===== src/design/receptor_macros.svh =====
// ######################################
// Widths and fixed code-group values for the 1000BASE-X receive path
// Code groups are ten bits in transmission order abcdeifghj
// ######################################

`ifndef RECEPTOR_MACROS_SVH
`define RECEPTOR_MACROS_SVH

// ######################################
// Widths
// ######################################
`define CG_WIDTH 10         // One ten-bit code group
`define OCTET_WIDTH 8       // One GMII octet on rxd

// ######################################
// Fixed values
// ######################################
`define PREAMBLE_OCTET 8'h55        // Stands in for /S/ on rxd

// Comma group in both running disparities
`define K28_5_POS 10'b1100000101    // K28.5 at RD+
`define K28_5_NEG 10'b0011111010    // K28.5 at RD-

`endif


===== src/design/receptor_pkg.sv =====
// ######################################
// Shared types of the receive path
// State encoding is one-hot, seven bits
// cg_info_t carries one classified code group, octet is zero
// for anything that is not a table data group
// ######################################

`include "receptor_macros.svh"

package receptor_pkg;

    // ######################################
    // Plain vector types
    // ######################################
    typedef logic [`CG_WIDTH-1:0]    code_group_t;  // Received ten-bit group
    typedef logic [`OCTET_WIDTH-1:0] octet_t;       // Decoded octet

    // ######################################
    // Receive FSM states
    // ######################################
    typedef enum logic [6:0] {
        LINK_FAILED     = 7'b0000001,   // Sync lost
        WAIT_FOR_K      = 7'b0000010,   // Hunting for an even comma
        RX_K            = 7'b0000100,   // Comma seen, expect data
        IDLE_D          = 7'b0001000,   // Idle data, also carrier detect
        START_OF_PACKET = 7'b0010000,   // Preamble on rxd
        RECEIVE         = 7'b0100000,   // Frame data
        TRI_RRI         = 7'b1000000    // End sequence seen
    } rx_state_e;

    // ######################################
    // Classified code group
    // ######################################
    typedef struct packed {
        logic   is_data;        // Data group from the table
        logic   is_comma;       // K28.5
        logic   is_start;       // K27.7, /S/
        logic   is_term;        // K29.7, /T/
        logic   is_carrier_ext; // K23.7, /R/
        octet_t octet;          // Decoded value
    } cg_info_t;

endpackage


===== src/design/code_group_decoder.sv =====
// ######################################
// Combinational lookup of one code group
// Only fourteen data groups are known, both disparities
// Unknown groups give all flags low and a zero octet
// No disparity or code violation checking
// ######################################

`include "receptor_macros.svh"

module code_group_decoder (
    input  receptor_pkg::code_group_t code_in,  // Group straight from SUDI
    output receptor_pkg::cg_info_t    info      // Flags and octet
);

    // Special groups used for framing
    localparam receptor_pkg::code_group_t K27_7_NEG = 10'b1101101000;  // /S/
    localparam receptor_pkg::code_group_t K27_7_POS = 10'b0010010111;
    localparam receptor_pkg::code_group_t K29_7_NEG = 10'b1011101000;  // /T/
    localparam receptor_pkg::code_group_t K29_7_POS = 10'b0100010111;
    localparam receptor_pkg::code_group_t K23_7_NEG = 10'b1110101000;  // /R/
    localparam receptor_pkg::code_group_t K23_7_POS = 10'b0001010111;

    logic                 data_hit;     // Group found in the data table
    receptor_pkg::octet_t data_octet;   // Its octet

    // ######################################
    // Data table
    // ######################################
    always_comb begin
        data_hit   = 1'b1;
        data_octet = '0;
        case (code_in)
            10'b1001110100, 10'b0110001011: data_octet = 8'h00; // D0.0
            10'b0101101011, 10'b0101100100: data_octet = 8'h1a; // D26.0
            10'b0101111001, 10'b1010001001: data_octet = 8'h2f; // D15.1
            10'b1110010101, 10'b0001100101: data_octet = 8'h48; // D8.2
            10'b1110100101, 10'b0001010101: data_octet = 8'h57; // D23.2
            10'b1100101100, 10'b1100100011: data_octet = 8'h73; // D19.3
            10'b1100011101, 10'b1100010010: data_octet = 8'h83; // D3.4
            10'b1101001010:                 data_octet = 8'hab; // D11.5, neutral
            10'b0110010110:                 data_octet = 8'hc6; // D6.6, neutral
            10'b1001011011, 10'b1001010100: data_octet = 8'h09; // D9.0
            10'b1010010110:                 data_octet = 8'hc5; // D5.6, neutral
            10'b0110011010:                 data_octet = 8'ha6; // D6.5, neutral
            10'b0101101101, 10'b0101100010: data_octet = 8'h9a; // D26.4
            10'b0110110101, 10'b1001000101: data_octet = 8'h50; // D16.2, idle data
            default: begin
                data_hit = 1'b0;    // Not a known data group
            end
        endcase
    end

    // ######################################
    // Class flags
    // ######################################
    assign info.is_data        = data_hit;
    assign info.octet          = data_octet;
    assign info.is_comma       = (code_in == `K28_5_POS) || (code_in == `K28_5_NEG);
    assign info.is_start       = (code_in == K27_7_POS) || (code_in == K27_7_NEG);
    assign info.is_term        = (code_in == K29_7_POS) || (code_in == K29_7_NEG);
    assign info.is_carrier_ext = (code_in == K23_7_POS) || (code_in == K23_7_NEG);

endmodule


===== src/design/code_group_history.sv =====
// ######################################
// Three-deep history of classified groups
// cur_cg lags the input by one cycle, prev_cg by two
// end_seen flags /T/R/K28.5 across the three stages
// ######################################

module code_group_history (
    input  logic                   clk_receptor,
    input  logic                   rst_n,       // Sync, active low
    input  receptor_pkg::cg_info_t info_in,     // From the decoder
    input  logic                   rx_even_in,  // Raw rx_even
    output receptor_pkg::cg_info_t cur_cg,      // Newest registered group
    output receptor_pkg::cg_info_t prev_cg,     // One before cur_cg
    output logic                   rx_even,     // Aligned with cur_cg
    output logic                   end_seen     // /T/ /R/ K28.5 in order
);

    receptor_pkg::cg_info_t oldest_cg;  // Two before cur_cg

    // ######################################
    // Shift stages
    // ######################################
    always_ff @(posedge clk_receptor) begin
        if (!rst_n) begin
            cur_cg    <= '0;
            prev_cg   <= '0;
            oldest_cg <= '0;
            rx_even   <= 1'b0;
        end else begin
            cur_cg    <= info_in;       // Stage 1
            prev_cg   <= cur_cg;        // Stage 2
            oldest_cg <= prev_cg;       // Stage 3
            rx_even   <= rx_even_in;    // Keep parity lined up with cur_cg
        end
    end

    // End of packet sequence, oldest first
    assign end_seen = oldest_cg.is_term
                    & prev_cg.is_carrier_ext
                    & cur_cg.is_comma;

endmodule


===== src/design/receive_fsm.sv =====
// ######################################
// Receive FSM that drives rxd, rx_dv and rx_er
// All outputs are registered and rxd lags cur_cg by one cycle
// Non-data groups inside a frame hold rxd
// rx_er only marks a sync loss in the middle of a frame
// ######################################

`include "receptor_macros.svh"

module receive_fsm (
    input  logic                   clk_receptor,
    input  logic                   rst_n,       // Synchronous active low reset
    input  logic                   sync_status, // High while synchronized
    input  receptor_pkg::cg_info_t cur_cg,      // Newest group
    input  receptor_pkg::cg_info_t prev_cg,     // Group before it
    input  logic                   rx_even,     // Low on even position
    input  logic                   end_seen,    // /T/R/K28.5 found
    output receptor_pkg::octet_t   rxd,
    output logic                   rx_dv,
    output logic                   rx_er
);

    receptor_pkg::rx_state_e state;
    receptor_pkg::rx_state_e next_state;
    receptor_pkg::octet_t    next_rxd;
    logic                    receiving;     // Frame in progress
    logic                    comma_seen;    // Comma in either stage
    logic                    data_seen;     // Data in either stage

    assign comma_seen = cur_cg.is_comma | prev_cg.is_comma;
    assign data_seen  = cur_cg.is_data | prev_cg.is_data;

    // ######################################
    // Next state and next octet
    // ######################################
    always_comb begin
        next_state = state;
        next_rxd   = rxd;   // Hold by default
        if (!sync_status) begin
            next_state = receptor_pkg::LINK_FAILED;    // Overrides every state
        end else begin
            case (state)
                receptor_pkg::LINK_FAILED: begin
                    next_state = receptor_pkg::WAIT_FOR_K;
                end
                receptor_pkg::WAIT_FOR_K: begin
                    if (!rx_even && comma_seen)
                        next_state = receptor_pkg::RX_K;
                end
                receptor_pkg::RX_K: begin
                    if (rx_even && data_seen)
                        next_state = receptor_pkg::IDLE_D;
                end
                receptor_pkg::IDLE_D: begin
                    if (comma_seen) begin
                        next_state = receptor_pkg::RX_K;
                    end else if (cur_cg.is_start) begin
                        next_state = receptor_pkg::START_OF_PACKET;
                        next_rxd   = `PREAMBLE_OCTET;  // /S/ shows as preamble
                    end
                end
                receptor_pkg::START_OF_PACKET: begin
                    next_state = receptor_pkg::RECEIVE;
                    next_rxd   = cur_cg.octet;         // First frame octet
                end
                receptor_pkg::RECEIVE: begin
                    if (end_seen && !rx_even)
                        next_state = receptor_pkg::TRI_RRI;
                    else if (cur_cg.is_data)
                        next_rxd = cur_cg.octet;       // /T/ and /R/ hold rxd
                end
                receptor_pkg::TRI_RRI: begin
                    if (!rx_even && comma_seen)
                        next_state = receptor_pkg::RX_K;
                end
                default: begin
                    next_state = receptor_pkg::WAIT_FOR_K;  // Recover from a bad code
                end
            endcase
        end
    end

    // ######################################
    // State and output registers
    // ######################################
    always_ff @(posedge clk_receptor) begin
        if (!rst_n) begin
            state     <= receptor_pkg::WAIT_FOR_K;
            rxd       <= '0;
            rx_dv     <= 1'b0;
            rx_er     <= 1'b0;
            receiving <= 1'b0;
        end else begin
            state <= next_state;
            rxd   <= next_rxd;
            rx_dv <= (next_state == receptor_pkg::START_OF_PACKET)
                  || (next_state == receptor_pkg::RECEIVE);
            // One pulse on entry to LINK_FAILED during a frame
            rx_er <= receiving && (next_state == receptor_pkg::LINK_FAILED);
            if (next_state == receptor_pkg::START_OF_PACKET)
                receiving <= 1'b1;
            else if ((next_state == receptor_pkg::TRI_RRI)
                  || (next_state == receptor_pkg::LINK_FAILED))
                receiving <= 1'b0;
        end
    end

endmodule


===== src/design/receptor.sv =====
// ######################################
// PCS receive path top, SUDI in, GMII-like octets out
// Fixed latency of two cycles from sudi_receive to rxd
// No back-pressure, one group taken every cycle
// ######################################

module receptor (
    input  logic                      clk_receptor,
    input  logic                      rst_n,            // Sync, active low
    input  logic                      sync_status,      // Link synchronized
    input  receptor_pkg::code_group_t sudi_receive,     // One group per clock
    input  logic                      rx_even_receive,  // Low on first group of a set
    output receptor_pkg::octet_t      rxd,
    output logic                      rx_dv,
    output logic                      rx_er
);

    receptor_pkg::cg_info_t dec_info;   // Decoder result, not registered
    receptor_pkg::cg_info_t cur_cg;
    receptor_pkg::cg_info_t prev_cg;
    logic                   rx_even;
    logic                   end_seen;

    code_group_decoder u_decoder (
        .code_in (sudi_receive),
        .info    (dec_info)
    );

    code_group_history u_history (
        .clk_receptor (clk_receptor),
        .rst_n        (rst_n),
        .info_in      (dec_info),
        .rx_even_in   (rx_even_receive),
        .cur_cg       (cur_cg),
        .prev_cg      (prev_cg),
        .rx_even      (rx_even),
        .end_seen     (end_seen)
    );

    receive_fsm u_fsm (
        .clk_receptor (clk_receptor),
        .rst_n        (rst_n),
        .sync_status  (sync_status),
        .cur_cg       (cur_cg),
        .prev_cg      (prev_cg),
        .rx_even      (rx_even),
        .end_seen     (end_seen),
        .rxd          (rxd),
        .rx_dv        (rx_dv),
        .rx_er        (rx_er)
    );

endmodule


===== config.mk =====
export PLATFORM = sky130hd
export DESIGN_NAME = receptor
export DESIGN_NICKNAME = d
export VERILOG_FILES = /design/src/design/receptor_pkg.sv /design/src/design/code_group_decoder.sv /design/src/design/code_group_history.sv /design/src/design/receive_fsm.sv /design/src/design/receptor.sv
export VERILOG_INCLUDE_DIRS = /design/src /design/src/design
export SDC_FILE = /design/constraint.sdc
export NUM_CORES = 1
export LEC_CHECK = 0
export BUFFER_PORTS_ARGS = -buffer_cell sky130_fd_sc_hd__buf_4
export CORE_UTILIZATION = 55
export DETAILED_ROUTE_END_ITERATION = 10
export GPL_TIMING_DRIVEN = 0
export PLACE_DENSITY_LB_ADDON = 0.25
export SYNTH_ARGS = -nofsm -noshare
export SYNTH_HDL_FRONTEND = slang
export SYNTH_HIERARCHICAL = 1
export SYNTH_SLANG_ARGS = --single-unit
export TNS_END_PERCENT = 20

===== constraint.sdc =====
create_clock -name clk_receptor -period 3.7 [get_ports clk_receptor]
set_clock_uncertainty 0.15 [all_clocks]
set_input_delay 0.37 -clock clk_receptor [delete_from_list [all_inputs] [get_ports clk_receptor]]
set_output_delay 0.37 -clock clk_receptor [all_outputs]
set_load 0.02 [all_outputs]

==> flow_metrics.tcl <==
set metrics [dict create \
    grt_antenna_before_repair 0 \
    layout-drive-gt1-share_pct 28.6 \
    status "completed" \
    nFillCells 344 \
    vias 1913 \
    std_cell_rows 22 \
    seq_power_share_pct 53.0 \
    grt_pass1_vias 1862 \
    fp.dieH_um 66.2 \
    fin_util_pct 67.4 \
    rsz0062_at_grt "no" \
    insertion_delay_ps 280 \
    power.density_nw_per_um2 300 \
    power.leakage_nw 1.01 \
    htree_levels 2 \
    cts_buffer_depth 2 \
    power_frac_comb_pct 13.8 \
    fp.dieW_um 66.2 \
    hold_depth 2 \
    synth_area_um2 2270 \
    grt_start_max_net_pins 12 \
    drv_slew 0 \
    crit_type "register to register" \
    postCtsSetupBuffers 0 \
    wire_per_inst_um 14.4 \
    slew_headroom_pct 60.6 \
    grt_usage_pct 24.2 \
    required_ps 3760 \
    busiest_layer "met2" \
    cts_resized 0 \
    ioPinCount 24 \
    path_clk_slew_ps 70 \
    area_growth_pct 12.9 \
    max_freq_ghz 0.483 \
    reg2reg_depth 5 \
    r2r_slack_ps 1630 \
    final_hold_viol_count 0 \
    grt_pass1_wl_um 8090 \
    setup.worst_path.end_class "register" \
    synth_area_per_cell_um2 8.99 \
    whs_ps 155 \
    tightest_slew_ps 592 \
    cts_tree "yes" \
    grt_util_met2_pct 43.4 \
    drt_first_pass_iters 4 \
    cts_buffers 5 \
    p_sw_mw 0.187 \
    clock_sinks 37 \
    overflow 0 \
    cp-start-kind "register" \
    gp_congestion 0.936 \
    final.min_clock_period_ps 2070 \
    netlist_instances 252 \
    total_power_mw 0.766 \
    tns_ps 0 \
    worstPathArrival_ps 2130 \
    setup_viol 0 \
    start_util_pct 59.7 \
    hp-class "input pin to register" \
    root_buffer "clkbuf_8" \
    coreArea_um2 3800 \
    p_int_mw 0.579 \
    nets 293 \
    crit_fanout 8 \
    irDropWorstVdd_mv 0.129 \
    hold_buffers 0 \
    hpwl_um 3540 \
    grt_use_met1_pct 27.6 \
    port-buffer-count 20 \
    clkPwrFrac_pct 33.3 \
    antenna_cells 0 \
    syn_nets 266 \
    ant_nets 0 \
    detail_route.iter0.violations 142 \
    dieArea_um2 4380 \
    fin_crit_sh_pct 56.0 \
    yosys_warnings 6 \
    sw_frac_of_total_pct 24.4 \
    maxCapViolations 0 \
    finalWirelength_um 4730 \
    drc_errors 0 \
    via_per_inst 5.83 \
    use_met3_pct 4.14 \
]
layout by cell type, fill, tap and decap left out, drive strengths merged, types with 3 or more instances in the layout:
cell	instances
o211ai	5
nand3	13
nor2b	9
buf	34
and4bb	3
nor4b	5
inv	8
a31oi	4
mux2i	8
clkbuf	11
nor2	16
nor3	7
dfxtp	37
and3	3
nand4	10
xor2	3
a21oi	4
a32oi	5
nand2	19
or3	4
and2	21
and2b	3
nor4bb	4
nand2b	3
and4b	3
o21ai	9
per-stage QoR:
stage | worst slack [ps] | area, um2 | std cells
2_1_floorplan | 1810 | 2270 | 252
3_3_place_gp | 1540 | 2480 | 320
3_5_place_dp | 1530 | 2480 | 320
4_1_cts | 1610 | 2560 | 328
5_1_grt | 1530 | 2560 | 328
6_report | 1630 | 2560 | 328
layer usage:
layer	wire, um	share of wire, %
met5	0	0
met4	89	1.9
met3	197	4.2
met2	2380	50
met1	2070	44
worst paths after layout:
check / start / endpoint
setup / recovery: u_history/cur_cg[11] / u_fsm/rxd[0]
hold / removal: sync_status / u_fsm/state[0]
setup reg to reg: u_history/cur_cg[11] / u_fsm/rxd[0]
hold reg to reg: u_history/cur_cg[8] / u_history/prev_cg[8]
flip-flops by register name, summed over array words and instances (netlist names):
register	cells
u_fsm/rxd	8
u_history/rx_even	1
u_fsm/state	7
u_fsm/rx_dv	1
u_fsm/rx_er	1
u_history/oldest_cg	1
u_history/cur_cg	13
u_history/prev_cg	4
u_fsm/receiving	1
power by group through the flow:
stage	Clock [mW]	Combinational [mW]	Sequential (mW)
6_report	0.255	0.105	0.406
2_1_floorplan	0	0.0743	0.415
5_1_grt	0.278	0.115	0.406
4_1_cts	0.262	0.105	0.406
3_3_place_gp	0	0.103	0.415
3_5_place_dp	0	0.104	0.415
cell type report:
class	instances	area (um2)	area share, %
buffer	19	144	5.62
clock buffer	6	72.6	2.84
clock inverter	2	10.0	0.391
inverter	8	30.0	1.17
multi-input combinational	188	1350	52.8
sequential	37	741	28.9
tap	48	60.1	2.35
timing repair buffer	20	150	5.87
worst max-delay path, cell delays in order (launching register included):
cell	delay, ps
dfxtp_1	370
and3_1	210
nor2b_1	150
o31a_1	280
a221oi_4	580
mux2i_1	250
(Power assumes the default switching activity.)
